`src/source/stap_config.svh`:
```
// Configuration constants for the compact secure TAP
// Instruction width, opcode map and the default slave ID code
// Shared by the packages, the RTL and the testbench

`ifndef STAP_CONFIG_SVH
`define STAP_CONFIG_SVH

// ------------------------------
// Instruction register
// ------------------------------

// Width of the instruction register
`define STAP_IR_W 4

// Opcodes decoded by the instruction logic
`define STAP_IR_IDCODE  4'b0001
`define STAP_IR_TDR     4'b0100
`define STAP_IR_SECTDR  4'b0101
// All-ones is bypass, every unlisted code falls back to it as well
`define STAP_IR_BYPASS  4'b1111

// Fixed pattern loaded in Capture-IR, LSB must be 1 per 1149.1
`define STAP_IR_CAPTURE 4'b0001

// ------------------------------
// Identification
// ------------------------------

// Default value for the slave ID code pin, bit 0 set as 1149.1 requires
`define STAP_RESET_IDCODE 32'h1234_5679

`endif

```
`src/source/tap_pkg.sv`:
```
// TAP controller types
// State encoding of the 1149.1 controller, the instruction code type,
// the strobe bundle sent to all registers and the data register select

`include "stap_config.svh"

package tap_pkg;

    // ------------------------------
    // Controller states
    // ------------------------------
    typedef enum logic [3:0] {
        TLR        = 4'h0,
        RTI        = 4'h1,
        SELECT_DR  = 4'h2,
        CAPTURE_DR = 4'h3,
        SHIFT_DR   = 4'h4,
        EXIT1_DR   = 4'h5,
        PAUSE_DR   = 4'h6,
        EXIT2_DR   = 4'h7,
        UPDATE_DR  = 4'h8,
        SELECT_IR  = 4'h9,
        CAPTURE_IR = 4'hA,
        SHIFT_IR   = 4'hB,
        EXIT1_IR   = 4'hC,
        PAUSE_IR   = 4'hD,
        EXIT2_IR   = 4'hE,
        UPDATE_IR  = 4'hF
    } tap_state_t;

    // Raw instruction code
    typedef logic [`STAP_IR_W-1:0] ir_code_t;

    // Strobes decoded from the current state, one per register action
    typedef struct packed {
        logic tlr;
        logic capture_ir;
        logic shift_ir;
        logic update_ir;
        logic capture_dr;
        logic shift_dr;
        logic update_dr;
    } tap_ctrl_t;

    // Data register selected by the current instruction
    typedef enum logic [1:0] {
        BYPASS = 2'd0,
        IDCODE = 2'd1,
        TDR    = 2'd2,
        SECTDR = 2'd3
    } dr_sel_t;

endpackage

```
`src/source/dfx_pkg.sv`:
```
// DFx security and parallel test data types
// Secure policy encoding driven by the fuse controller, plus the
// payload layouts of the general TDR and the secure TDR

package dfx_pkg;

    // ------------------------------
    // Security policy
    // ------------------------------

    // Only the low codes are defined, the rest read as locked
    typedef enum logic [3:0] {
        LOCKED        = 4'b0000,
        FUNCTIONAL    = 4'b0001,
        UNLOCKED      = 4'b0010,
        MANUFACTURING = 4'b0011
    } policy_t;

    // ------------------------------
    // Parallel TDR payloads
    // ------------------------------

    // General TDR, 16 bits, shifted LSB first so value goes out first
    typedef struct packed {
        logic        enable;
        logic [2:0]  mode;
        logic [11:0] value;
    } tdr_data_t;

    // Secure TDR, 8 bits
    typedef struct packed {
        // Opens the debug path when set
        logic       debug_unlock;
        // VISA disable controls
        logic [1:0] visa_dis;
        // Reserved
        logic [4:0] spare;
    } sectdr_t;

endpackage

```
`src/source/tap_fsm.sv`:
```
// TAP controller
// Standard 16-state 1149.1 state machine stepped by TMS on the rising
// edge of TCK, with the register strobes decoded from the current state

`timescale 1ns/1ps

module tap_fsm (
    input  logic                i_ftap_tck,
    input  logic                i_rst_n,
    input  logic                i_ftap_tms,
    output tap_pkg::tap_state_t o_state,
    output tap_pkg::tap_ctrl_t  o_ctrl
);

    tap_pkg::tap_state_t state_q;
    tap_pkg::tap_state_t state_d;

    // ------------------------------
    // Next-state table
    // ------------------------------
    always_comb begin
        case (state_q)
            tap_pkg::TLR:        state_d = i_ftap_tms ? tap_pkg::TLR        : tap_pkg::RTI;
            tap_pkg::RTI:        state_d = i_ftap_tms ? tap_pkg::SELECT_DR  : tap_pkg::RTI;
            // DR column
            tap_pkg::SELECT_DR:  state_d = i_ftap_tms ? tap_pkg::SELECT_IR  : tap_pkg::CAPTURE_DR;
            tap_pkg::CAPTURE_DR: state_d = i_ftap_tms ? tap_pkg::EXIT1_DR   : tap_pkg::SHIFT_DR;
            tap_pkg::SHIFT_DR:   state_d = i_ftap_tms ? tap_pkg::EXIT1_DR   : tap_pkg::SHIFT_DR;
            tap_pkg::EXIT1_DR:   state_d = i_ftap_tms ? tap_pkg::UPDATE_DR  : tap_pkg::PAUSE_DR;
            tap_pkg::PAUSE_DR:   state_d = i_ftap_tms ? tap_pkg::EXIT2_DR   : tap_pkg::PAUSE_DR;
            tap_pkg::EXIT2_DR:   state_d = i_ftap_tms ? tap_pkg::UPDATE_DR  : tap_pkg::SHIFT_DR;
            tap_pkg::UPDATE_DR:  state_d = i_ftap_tms ? tap_pkg::SELECT_DR  : tap_pkg::RTI;
            // IR column, TMS high from Select-IR goes back to reset
            tap_pkg::SELECT_IR:  state_d = i_ftap_tms ? tap_pkg::TLR        : tap_pkg::CAPTURE_IR;
            tap_pkg::CAPTURE_IR: state_d = i_ftap_tms ? tap_pkg::EXIT1_IR   : tap_pkg::SHIFT_IR;
            tap_pkg::SHIFT_IR:   state_d = i_ftap_tms ? tap_pkg::EXIT1_IR   : tap_pkg::SHIFT_IR;
            tap_pkg::EXIT1_IR:   state_d = i_ftap_tms ? tap_pkg::UPDATE_IR  : tap_pkg::PAUSE_IR;
            tap_pkg::PAUSE_IR:   state_d = i_ftap_tms ? tap_pkg::EXIT2_IR   : tap_pkg::PAUSE_IR;
            tap_pkg::EXIT2_IR:   state_d = i_ftap_tms ? tap_pkg::UPDATE_IR  : tap_pkg::SHIFT_IR;
            tap_pkg::UPDATE_IR:  state_d = i_ftap_tms ? tap_pkg::SELECT_DR  : tap_pkg::RTI;
            default:             state_d = tap_pkg::TLR;
        endcase
    end

    // State register, async reset acts as TRST
    always_ff @(posedge i_ftap_tck or negedge i_rst_n) begin
        if (!i_rst_n) begin
            state_q <= tap_pkg::TLR;
        end else begin
            state_q <= state_d;
        end
    end

    // ------------------------------
    // Strobe decode
    // ------------------------------
    // Registers act on the edge that leaves each state
    always_comb begin
        o_ctrl.tlr        = (state_q == tap_pkg::TLR);
        o_ctrl.capture_ir = (state_q == tap_pkg::CAPTURE_IR);
        o_ctrl.shift_ir   = (state_q == tap_pkg::SHIFT_IR);
        o_ctrl.update_ir  = (state_q == tap_pkg::UPDATE_IR);
        o_ctrl.capture_dr = (state_q == tap_pkg::CAPTURE_DR);
        o_ctrl.shift_dr   = (state_q == tap_pkg::SHIFT_DR);
        o_ctrl.update_dr  = (state_q == tap_pkg::UPDATE_DR);
    end

    assign o_state = state_q;

    // Only one chain may drive TDO at a time
    a_shift_excl: assert property (@(posedge i_ftap_tck) disable iff (!i_rst_n)
        !(o_ctrl.shift_dr && o_ctrl.shift_ir));

    // Five TMS-high edges reach reset from anywhere
    a_tms_reset: assert property (@(posedge i_ftap_tck) disable iff (!i_rst_n)
        i_ftap_tms [*5] |=> (o_state == tap_pkg::TLR));

endmodule

```
`src/source/tap_ir.sv`:
```
// Instruction register and decoder
// Captures the fixed IR pattern, shifts the new opcode in from TDI and
// decodes it at Update-IR into the active data register, with the
// secure TDR gated by the security grant

`timescale 1ns/1ps
`include "stap_config.svh"

module tap_ir (
    input  logic               i_ftap_tck,
    input  logic               i_rst_n,
    input  logic               i_ftap_tdi,
    input  tap_pkg::tap_ctrl_t i_ctrl,
    input  logic               i_sec_grant,
    output logic               o_ir_tdo,
    output tap_pkg::dr_sel_t   o_dr_sel
);

    // Shift stage of the instruction register
    tap_pkg::ir_code_t ir_shift_q;

    // ------------------------------
    // Opcode decode
    // ------------------------------
    function automatic tap_pkg::dr_sel_t decode_ir(tap_pkg::ir_code_t code, logic grant);
        tap_pkg::dr_sel_t sel;
        case (code)
            `STAP_IR_IDCODE: sel = tap_pkg::IDCODE;
            `STAP_IR_TDR:    sel = tap_pkg::TDR;
            // Secure TDR only under grant, else it looks like bypass
            `STAP_IR_SECTDR: sel = grant ? tap_pkg::SECTDR : tap_pkg::BYPASS;
            `STAP_IR_BYPASS: sel = tap_pkg::BYPASS;
            default:         sel = tap_pkg::BYPASS;
        endcase
        return sel;
    endfunction

    // Shift stage, no reset needed since capture always precedes shift
    always_ff @(posedge i_ftap_tck) begin
        if (i_ctrl.capture_ir) begin
            ir_shift_q <= `STAP_IR_CAPTURE;
        end else if (i_ctrl.shift_ir) begin
            // TDI enters at the MSB, LSB leaves on TDO
            ir_shift_q <= {i_ftap_tdi, ir_shift_q[`STAP_IR_W-1:1]};
        end
    end

    assign o_ir_tdo = ir_shift_q[0];

    // Update stage holds the decoded selection
    always_ff @(posedge i_ftap_tck or negedge i_rst_n) begin
        if (!i_rst_n) begin
            o_dr_sel <= tap_pkg::IDCODE;
        end else if (i_ctrl.tlr) begin
            // Test-Logic-Reset defaults to IDCODE
            o_dr_sel <= tap_pkg::IDCODE;
        end else if (i_ctrl.update_ir) begin
            // Grant is only looked at here
            o_dr_sel <= decode_ir(ir_shift_q, i_sec_grant);
        end
    end

    // No secure selection unless granted at that update
    a_sectdr_gated: assert property (@(posedge i_ftap_tck) disable iff (!i_rst_n)
        (i_ctrl.update_ir && !i_sec_grant) |=> (o_dr_sel != tap_pkg::SECTDR));

endmodule

```
`src/source/stap_dfxsecure_plugin.sv`:
```
// DFx secure plug-in
// Latches the secure policy from the fuse controller, tracks early-boot
// exit and produces the registered grant for the secure TDR

`timescale 1ns/1ps

module stap_dfxsecure_plugin (
    input  logic             i_ftap_tck,
    input  logic             i_rst_n,
    input  dfx_pkg::policy_t i_fdfx_secure_policy,
    input  logic             i_fdfx_policy_update,
    input  logic             i_fdfx_earlyboot_exit,
    output logic             o_sec_grant
);

    dfx_pkg::policy_t policy_q;
    logic             earlyboot_q;
    logic             grant_d;

    // ------------------------------
    // Policy and early-boot state
    // ------------------------------
    always_ff @(posedge i_ftap_tck or negedge i_rst_n) begin
        if (!i_rst_n) begin
            policy_q    <= dfx_pkg::LOCKED;
            earlyboot_q <= 1'b0;
        end else begin
            if (i_fdfx_policy_update) begin
                policy_q <= i_fdfx_secure_policy;
            end
            // Sticky until the next reset
            if (i_fdfx_earlyboot_exit) begin
                earlyboot_q <= 1'b1;
            end
        end
    end

    // Open during early boot, then only for the open policies
    assign grant_d = !earlyboot_q
                   || (policy_q == dfx_pkg::UNLOCKED)
                   || (policy_q == dfx_pkg::MANUFACTURING);

    // Grant lags the latched policy by one cycle
    always_ff @(posedge i_ftap_tck or negedge i_rst_n) begin
        if (!i_rst_n) begin
            o_sec_grant <= 1'b0;
        end else begin
            o_sec_grant <= grant_d;
        end
    end

    // Locked after exit keeps the grant closed while the policy holds
    a_locked_closed: assert property (@(posedge i_ftap_tck) disable iff (!i_rst_n)
        (earlyboot_q && (policy_q == dfx_pkg::LOCKED) && !i_fdfx_policy_update)
        |=> !o_sec_grant ##1 !o_sec_grant);

endmodule

```
`src/source/tap_dr_shift.sv`:
```
// Generic test data register
// Capture, shift and update stages for one selectable data register,
// with the payload layout given by a type parameter

`timescale 1ns/1ps

module tap_dr_shift #(
    parameter type T = logic [31:0]
) (
    input  logic               i_ftap_tck,
    input  logic               i_rst_n,
    input  logic               i_ftap_tdi,
    input  logic               i_sel,
    input  tap_pkg::tap_ctrl_t i_ctrl,
    input  T                   i_capture_val,
    output logic               o_tdo,
    output T                   o_update_val
);

    localparam int W = $bits(T);

    logic [W-1:0] shift_q;

    // ------------------------------
    // Shift stage
    // ------------------------------
    // Payload only, loaded at capture before any shift
    always_ff @(posedge i_ftap_tck) begin
        if (i_sel && i_ctrl.capture_dr) begin
            shift_q <= i_capture_val;
        end else if (i_sel && i_ctrl.shift_dr) begin
            // LSB first out, TDI in at the top
            shift_q <= {i_ftap_tdi, shift_q[W-1:1]};
        end
    end

    assign o_tdo = shift_q[0];

    // ------------------------------
    // Update stage
    // ------------------------------
    // Parallel output, cleared at reset
    always_ff @(posedge i_ftap_tck or negedge i_rst_n) begin
        if (!i_rst_n) begin
            o_update_val <= T'('0);
        end else if (i_sel && i_ctrl.update_dr) begin
            o_update_val <= T'(shift_q);
        end
    end

endmodule

```
`src/source/stap.sv`:
```
// Secure test access port, top level
// Primary JTAG port with IDCODE, bypass, a parallel TDR and a secure
// TDR gated by the DFx secure plug-in. TDO leaves on the falling edge

`timescale 1ns/1ps

module stap (
    input  logic               i_ftap_tck,
    input  logic               i_rst_n,
    input  logic               i_ftap_tms,
    input  logic               i_ftap_tdi,
    input  logic [31:0]        i_ftap_slvidcode,
    input  dfx_pkg::tdr_data_t i_tdr_data_in,
    input  dfx_pkg::policy_t   i_fdfx_secure_policy,
    input  logic               i_fdfx_policy_update,
    input  logic               i_fdfx_earlyboot_exit,
    output logic               o_atap_tdo,
    output logic               o_atap_tdoen,
    output dfx_pkg::tdr_data_t o_tdr_data_out,
    output dfx_pkg::sectdr_t   o_sectdr_out
);

    tap_pkg::tap_ctrl_t  ctrl;
    tap_pkg::dr_sel_t    dr_sel;
    logic                sec_grant;
    logic                ir_tdo;
    logic                idcode_tdo;
    logic                tdr_tdo;
    logic                sectdr_tdo;
    logic                bypass_q;
    logic                tdo_mux;

    // ------------------------------
    // Controller and instruction
    // ------------------------------
    tap_fsm i_tap_fsm (
        .i_ftap_tck (i_ftap_tck),
        .i_rst_n    (i_rst_n),
        .i_ftap_tms (i_ftap_tms),
        .o_state    (),
        .o_ctrl     (ctrl)
    );

    stap_dfxsecure_plugin i_stap_dfxsecure_plugin (
        .i_ftap_tck            (i_ftap_tck),
        .i_rst_n               (i_rst_n),
        .i_fdfx_secure_policy  (i_fdfx_secure_policy),
        .i_fdfx_policy_update  (i_fdfx_policy_update),
        .i_fdfx_earlyboot_exit (i_fdfx_earlyboot_exit),
        .o_sec_grant           (sec_grant)
    );

    tap_ir i_tap_ir (
        .i_ftap_tck  (i_ftap_tck),
        .i_rst_n     (i_rst_n),
        .i_ftap_tdi  (i_ftap_tdi),
        .i_ctrl      (ctrl),
        .i_sec_grant (sec_grant),
        .o_ir_tdo    (ir_tdo),
        .o_dr_sel    (dr_sel)
    );

    // ------------------------------
    // Data registers
    // ------------------------------
    // ID code is capture only with no parallel output
    tap_dr_shift #(.T(logic [31:0])) i_idcode_dr (
        .i_ftap_tck    (i_ftap_tck),
        .i_rst_n       (i_rst_n),
        .i_ftap_tdi    (i_ftap_tdi),
        .i_sel         (dr_sel == tap_pkg::IDCODE),
        .i_ctrl        (ctrl),
        .i_capture_val (i_ftap_slvidcode),
        .o_tdo         (idcode_tdo),
        .o_update_val  ()
    );

    tap_dr_shift #(.T(dfx_pkg::tdr_data_t)) i_tdr_dr (
        .i_ftap_tck    (i_ftap_tck),
        .i_rst_n       (i_rst_n),
        .i_ftap_tdi    (i_ftap_tdi),
        .i_sel         (dr_sel == tap_pkg::TDR),
        .i_ctrl        (ctrl),
        .i_capture_val (i_tdr_data_in),
        .o_tdo         (tdr_tdo),
        .o_update_val  (o_tdr_data_out)
    );

    // Reads back its own last written value
    tap_dr_shift #(.T(dfx_pkg::sectdr_t)) i_sectdr_dr (
        .i_ftap_tck    (i_ftap_tck),
        .i_rst_n       (i_rst_n),
        .i_ftap_tdi    (i_ftap_tdi),
        .i_sel         (dr_sel == tap_pkg::SECTDR),
        .i_ctrl        (ctrl),
        .i_capture_val (o_sectdr_out),
        .o_tdo         (sectdr_tdo),
        .o_update_val  (o_sectdr_out)
    );

    // Bypass cell captures 0 then passes TDI through one stage
    always_ff @(posedge i_ftap_tck) begin
        if (dr_sel == tap_pkg::BYPASS) begin
            if (ctrl.capture_dr) begin
                bypass_q <= 1'b0;
            end else if (ctrl.shift_dr) begin
                bypass_q <= i_ftap_tdi;
            end
        end
    end

    // ------------------------------
    // TDO path
    // ------------------------------
    always_comb begin
        if (ctrl.shift_ir) begin
            tdo_mux = ir_tdo;
        end else begin
            case (dr_sel)
                tap_pkg::IDCODE: tdo_mux = idcode_tdo;
                tap_pkg::TDR:    tdo_mux = tdr_tdo;
                tap_pkg::SECTDR: tdo_mux = sectdr_tdo;
                default:         tdo_mux = bypass_q;
            endcase
        end
    end

    // Retimed to the falling edge and holds its last bit outside shift
    always_ff @(negedge i_ftap_tck or negedge i_rst_n) begin
        if (!i_rst_n) begin
            o_atap_tdo   <= 1'b0;
            o_atap_tdoen <= 1'b0;
        end else begin
            o_atap_tdoen <= ctrl.shift_dr || ctrl.shift_ir;
            if (ctrl.shift_dr || ctrl.shift_ir) begin
                o_atap_tdo <= tdo_mux;
            end
        end
    end

endmodule

```
`config.mk`:
```
export PLATFORM = sky130hd
export DESIGN_NAME = stap
export DESIGN_NICKNAME = d
export VERILOG_FILES = /design/src/source/tap_pkg.sv /design/src/source/dfx_pkg.sv /design/src/source/tap_fsm.sv /design/src/source/tap_ir.sv /design/src/source/stap_dfxsecure_plugin.sv /design/src/source/tap_dr_shift.sv /design/src/source/stap.sv
export VERILOG_INCLUDE_DIRS = /design/src /design/src/source
export SDC_FILE = /design/constraint.sdc
export NUM_CORES = 1
export LEC_CHECK = 0
export ABC_AREA = 1
export BUFFER_PORTS_ARGS = -buffer_cell sky130_fd_sc_hd__clkbuf_2
export CAP_MARGIN = 15
export CORE_UTILIZATION = 50
export DETAILED_ROUTE_END_ITERATION = 8
export GPL_TIMING_DRIVEN = 0
export PLACE_DENSITY_LB_ADDON = 0.15
export SLEW_MARGIN = 20
export SYNTH_ARGS = -nofsm -noshare
export SYNTH_HDL_FRONTEND = slang
export SYNTH_SLANG_ARGS = --single-unit
export TNS_END_PERCENT = 20
```
`constraint.sdc`:
```
create_clock -name i_ftap_tck -period 3.9 [get_ports i_ftap_tck]
set_clock_uncertainty 0.1 [all_clocks]
set_input_delay 1.17 -clock i_ftap_tck [delete_from_list [all_inputs] [get_ports i_ftap_tck]]
set_output_delay 1.17 -clock i_ftap_tck [all_outputs]
set_load 0.02 [all_outputs]
```
======== Word level (Yosys, flattened, before mapping) ========
Index checks and enable logic that the tools add are counted.
storage, ports and cells
  bits in registers ....................... 99
  input bits .............................. 58
  output and inout bits ................... 26
  word-level logic and storage cells ...... 90
operators by class
  equal/unequal tests ..................... 23
  multiplexer cells ....................... 26
  reductions and logical operators ........ 23
operator list
  cell                                                                   number
  32-bit 2-to-1 mux                                                      2
  4-bit one-hot mux with 12 select lines                                 1
  4-bit equality test, second input constant                             8
  16-bit 2-to-1 mux                                                      2
  4-bit by 3-bit equality test with 1-bit output, second input constant  6
  4-bit by 2-bit equality test with 1-bit output, second input constant  4
  4-bit 2-to-1 mux                                                       4
  8-bit 2-to-1 mux                                                       2
  2-bit 2-to-1 mux                                                       6
  2-bit nonzero test                                                     5
  4-bit by 1-bit equality test with 1-bit output, second input constant  2
  1-bit logical AND                                                      8
  3-bit 2-to-1 mux                                                       2
  2-bit one-hot mux with 3 select lines                                  1
  1-bit 2-to-1 mux                                                       5
  2-bit equality test, second input constant                             2
  4-bit logical NOT                                                      1
  2-bit OR reduction                                                     2
  1-bit logical OR                                                       3
  1-bit one-hot mux with 3 select lines                                  1
  3-bit OR reduction                                                     1
  2-bit by 1-bit equality test with 1-bit output, second input constant  1
  2-bit logical NOT                                                      1
  2-bit AND reduction                                                    1
  1-bit logical NOT                                                      1

======== Depth between registers and ports, before layout ========
Gate-level depths: netlist (run 1).
  word-level depth ........................ 4
  mapped depth ............................ 8
  depth with buffers taken out ............ 7

======== Hierarchy ========
From an unflattened synthesis (run 1), not the netlist that was laid out.
unflattened totals
  cell total of the unflattened synthesis .. 638
  area, all modules ....................... 5866.9 µm²
modules (own cells, without submodules)
  module                      times used  cells an instance  area each (µm²)  seq. area each (µm²)
  tap_dr_shift (i_idcode_dr)  1           281                2741.4           1761.7
  tap_dr_shift (i_tdr_dr)     1           142                1393.8           880.8
  tap_dr_shift (i_sectdr_dr)  1           72                 695.7            440.4
  tap_fsm                     1           66                 405.4            100.1
  tap_ir                      1           34                 261.5            131.4
  stap                        1           26                 191.4            80.1
  stap_dfxsecure_plugin       1           17                 177.7            125.1

==> impl_metrics.toml, run 1 <==
[outcome]
status = "complete, but fails checks"
violations = "negative setup slack"

[cells_and_area]
drive_gt1_share_pct = 26.8
antenna_cells = 0
regArea_mm2 = 0.00272
multi_input_area_mm2 = 0.00131
stdcell_count = 649
design_area_mm2 = 0.00515
fillers = 690
area_growth_pct = 19.4
fin_util_pct = 62.1
mostFrequentLayoutCells = "nand2_1 (115), clkbuf_2 (79), edfxtp_1 (57)"
final_nets = 597
layout_commonest_cell = "nand2_1"

[cts]
clockBufferDepth = 2
cts_buffers = 9
clk_pin_slew_ps = 90
htreeDepth = 3
hold_buffers = 0
cts.sinks = 98
clk_latency_ps = 360
clockRootBuffer = "clkbuf_8"
cts_tree = "built"

[synth]
avgSynthCellArea_um2 = 9.83
netlist-cell-type-count = 34
synth_cells = 439
syn_area_mm2 = 0.00432
synthesis.nets = 497
yosysWarnings = 0
ys_seq_elements = 98
yosysSeqAreaShare_pct = 63.0

[route]
wl_um = 8710
ant_nets = 0
vias_per_cell = 5.07
wire_per_inst_um = 13.4
drtPass1Iterations = 4
drc = 0
drt_iter0_markers = 153
vias = 3292

[sta]
finalHoldViolCount = 0
tightest_slew_ps = 859
maxSlewHeadroom_pct = 42.7
worst_slack_ps = -230
whs_ps = 347
drv_slew = 0
tns_ps = -434
rsz0062_at_grt = "yes"
setup_viol = 2

[worst_hold_path]
hold_class = "reg -> reg"
hold_depth = 1

[grt]
grt_max_degree = 38
antenna_found_initial = 0
track_usage_pct = 20.8
gr-total-overflow = 0
grt_pass1_vias = 3094
grt_pass1_wl_um = 14300

[worst_setup_path]
path_depth = 1
r2r_cells = 5
crit_chain = "clkbuf_8"
cp.arrival_ps = 2860
worstPathRequired_ps = 2630
r2r_setup_slack_ps = 550
startpoint_type = "flip-flop"
worstPathMaxFanout = 2
path_delay_family = "flip-flops"
slowest_delay_ps = 420
worstPathBufferInverterCount = 1
endpoint_kind = "primary output"
crit_type = "reg -> out"
slowest_stage = "dfrtn_1"

[pwr]
pwr-share-seq_pct = 50.1
pwr_density_cell_mw_per_mm2 = 508
clkPwrFrac_pct = 27.5
p_int_mw = 1.81
ir_worst_vdd_v = 0.000252
pwr-share-comb_pct = 22.5
p_total_mw = 2.62
switching_share_pct = 30.8
p_leak_nw = 2.48
switchingPower_mw = 0.805

[die]
ios = 84
initial_core_util_pct = 52.0
die_h_um = 94.9
core_area_mm2 = 0.00830
num_rows = 33
fp.dieW_um = 94.9
die_area_mm2 = 0.00901

[placement]
gp_congestion = 0.804
post-place-cells = 631
port_buffers = 82
dp_slack_ps = -89.6
dp_hpwl_um = 6200
place_area_mm2 = 0.00491

[run]
cap_violations = 0
## worst paths after layout
kind	startpoint	end
min in group asynchronous	i_rst_n	i_tdr_dr.o_update_val[8]
max	o_atap_tdo	o_atap_tdo
max reg2reg	i_tap_fsm.o_state[2]	o_atap_tdo
min	i_stap_dfxsecure_plugin.earlyboot_q	i_stap_dfxsecure_plugin.o_sec_grant
min reg2reg	i_stap_dfxsecure_plugin.earlyboot_q	i_stap_dfxsecure_plugin.o_sec_grant
max in group asynchronous	i_rst_n	o_atap_tdo
## area by class of cell
| type | instances | area share (%) |
|---|---|---|
| clock buffers | 9 | 2.40 |
| clock inverters | 7 | 1.80 |
| well taps | 105 | 2.55 |
| inverters | 44 | 3.30 |
| multi-input cells | 280 | 25.4 |
| plain buffers | 17 | 2.52 |
| flip-flops and latches | 98 | 52.7 |
| repair buffers | 89 | 9.32 |
## metal layers
layer	track usage (%)	up-vias	part of all wire (%)
li1	-	1655	-
met1	28.3	1552	46
met2	33.2	75	48
met3	4.83	10	5.1
met4	6.82	0	0.98
met5	0	-	0
## synthesized netlist by cell type, drive strengths merged
library cell / n / area share (%)
nand3b: 1 / 0.17
dfstp: 1 / 0.61
mux2: 2 / 0.52
a2bb2oi: 1 / 0.20
a31oi: 1 / 0.15
o2111ai: 1 / 0.20
inv: 44 / 3.9
o22ai: 4 / 0.58
o31ai: 1 / 0.17
buf: 16 / 2.9
nor2: 41 / 4.0
nor3: 3 / 0.35
dfrtn: 2 / 1.2
clkbuf: 1 / 0.087
dfxtp: 4 / 1.9
or2: 1 / 0.15
a21oi: 28 / 3.2
edfxtp: 57 / 40
nand3: 44 / 5.1
o21ai: 29 / 3.8
o21bai: 1 / 0.17
nand2: 121 / 11
o211ai: 1 / 0.17
dfrtp: 34 / 20
## sequential cells by signal, indices dropped and copies added (netlist names), 2 cells and up
signal                            flops
i_tap_ir.o_dr_sel                     2
i_stap_dfxsecure_plugin.policy_q      3
i_tap_ir.ir_shift_q                   4
i_tdr_dr.o_update_val                16
i_sectdr_dr.o_update_val              8
i_tap_fsm.o_state                     4
i_sectdr_dr.shift_q                   8
i_idcode_dr.shift_q                  32
i_tdr_dr.shift_q                     16
## repair_timing
action / CTS / global route
buffers inserted: 1 / 1
endpoints found under the hold margin: 0 / 0
endpoints found under the setup margin: 2 / 2
resized for setup: 4 / 0
gates cloned: 0 / 0
## power groups by stage
stage	Sequential, mW	Clock [mW]	Combinational, mW
floorplan	1.34	0	0.384
global placement	1.33	0	0.538
detailed placement	1.33	0	0.571
CTS	1.31	0.732	0.588
global route	1.32	0.769	0.666
finish	1.31	0.719	0.588
## cell families (layout without fill, tap and decap cells)
group	after synthesis	in the layout	share of synthesized area (%)
buf+inv	61	166	6.96
mux	2	2	0.522
compound gates	67	67	8.70
simple gates	211	211	20.8
flops	98	98	63.0
Note: power is estimated with default switching activity, not from simulation.
==> run 2: changes to the inputs <==
clock period = 3.63 ns   (was 3.9 ns; I/O delays follow)
==> impl_metrics.toml, run 2 (synthesis results as in run 1) <==
[cts]
cts_tree = "built"
cts.sinks = 98
clk_pin_slew_ps = 90
clockRootBuffer = "clkbuf_8"
htreeDepth = 3
clk_latency_ps = 360
cts_buffers = 9
clockBufferDepth = 2

[sta]
maxSlewHeadroom_pct = 44.3
worst_slack_ps = -290
tns_ps = -559
rsz0062_at_grt = "yes"
finalHoldViolCount = 0
tightest_slew_ps = 835
setup_viol = 2
drv_slew = 0

[grt]
grt_pass1_wl_um = 14500
track_usage_pct = 21.1
antenna_found_initial = 0
grtUsageMet1_pct = 27.2
grt_max_degree = 38
grt_pass1_vias = 3163
gr-total-overflow = 0
use_met2_pct = 35.5
grtUsageMet3_pct = 4.35
busiest_layer = "met2"

[worst_setup_path]
startpoint_type = "flip-flop"
path_delay_family = "flip-flops"
slowest_delay_ps = 430
crit_type = "reg -> out"
worstPathBufferInverterCount = 1
endpoint_kind = "primary output"
cp.arrival_ps = 2730
r2r_setup_slack_ps = 430
worstPathRequired_ps = 2440
worstPathMaxFanout = 2
crit_chain = "clkbuf_8"
slowest_stage = "dfrtn_1"

[cells_and_area]
top_register = "i_idcode_dr.shift_q"
area_growth_pct = 19.1
layout_commonest_cell = "nand2_1"
mostFrequentLayoutCells = "nand2_1 (115), clkbuf_2 (79), edfxtp_1 (57)"
multi_input_area_mm2 = 0.00131
antenna_cells = 0
final_nets = 594
regArea_mm2 = 0.00272
fin_util_pct = 62.0
stdcell_count = 646
drive_gt1_share_pct = 26.6
fillers = 707
top_regs = "i_idcode_dr.shift_q: 32 flops, i_tdr_dr.o_update_val: 16 flops, i_tdr_dr.shift_q: 16 flops"
largest_reg_flops = 32

[route]
ant_nets = 0
drc = 0
drt_iter0_markers = 133
vias_per_cell = 5.06
vias = 3269
wire_per_inst_um = 13.4
drtPass1Iterations = 5
wl_um = 8640

[placement]
gp_congestion = 0.872
port_buffers = 82
post-place-cells = 629
dp_hpwl_um = 6300

[die]
num_rows = 33
ios = 84
die_h_um = 94.9
initial_core_util_pct = 52.0
fp.dieW_um = 94.9
core_area_mm2 = 0.00830
die_area_mm2 = 0.00901

[pwr]
switching_share_pct = 31.4
p_int_mw = 1.90
p_leak_nw = 2.46
pwr_density_cell_mw_per_mm2 = 539
pwr-share-seq_pct = 50.8
switchingPower_mw = 0.871
pwr-share-comb_pct = 22.9
ir_worst_vdd_v = 0.000255
clkPwrFrac_pct = 26.2

[outcome]
violations = "negative setup slack"
status = "complete, but fails checks"

[worst_hold_path]
hold_class = "reg -> reg"

[run]
cap_violations = 0
[run 2: changes by cell type in the layout (fill, tap and decap cells not counted), sizes merged]
cell / delta
clkbuf: +2
buf: -3
bufinv: -1
clkinv: -1
[run 2: metrics by stage]
stage	hold slack [ps]	total power [mW]	cell area [um2]	setup WS, ps
after floorplan	313	1.85	4320	138
after global placement	342	2.01	4860	-102
after detailed placement	342	2.05	4910	-132
after CTS	357	2.79	5140	-296
after global routing	392	2.92	5140	-319
final	350	2.77	5140	-290
[run 2: power groups by stage]
stage                     clock, mW  sequential, mW  combinational, mW
after floorplan                   0            1.43              0.415
after global placement            0            1.43              0.581
after detailed placement          0            1.43              0.619
after CTS                     0.738            1.41              0.639
after global routing          0.777            1.43              0.720
final                         0.727            1.41              0.635
[run 2: worst paths after layout]
path / from / to / depth (start not counted)
max reg2reg: i_tap_fsm.o_state[2] / o_atap_tdo / 5
min reg2reg: i_stap_dfxsecure_plugin.earlyboot_q / i_stap_dfxsecure_plugin.o_sec_grant / 1
max in group asynchronous: i_rst_n / o_atap_tdoen / 1
min in group asynchronous: i_rst_n / i_tdr_dr.o_update_val[9] / 1
min: i_stap_dfxsecure_plugin.earlyboot_q / i_stap_dfxsecure_plugin.o_sec_grant / 1
max: o_atap_tdo / o_atap_tdo / 1
[run 2: final cells by class]
class	count	share of cell area [%]
inverters	44	3.31
multi-input cells	280	25.5
clock inverters	5	1.24
well taps	105	2.55
flip-flops and latches	98	52.9
repair buffers	86	9.20
clock buffers	11	2.75
plain buffers	17	2.53
[run 2: what timing repair did]
item	4_1_cts	5_1_grt
setup buffers	1	0
gates resized for setup	4	0
endpoints found under the setup margin	2	2
hold buffers	0	0
[run 2: layer usage]
layer	vias up	share of wire [%]
met5	-	0
li1	1651	-
met1	1520	45
met4	0	1.4
met3	12	5.1
met2	86	49
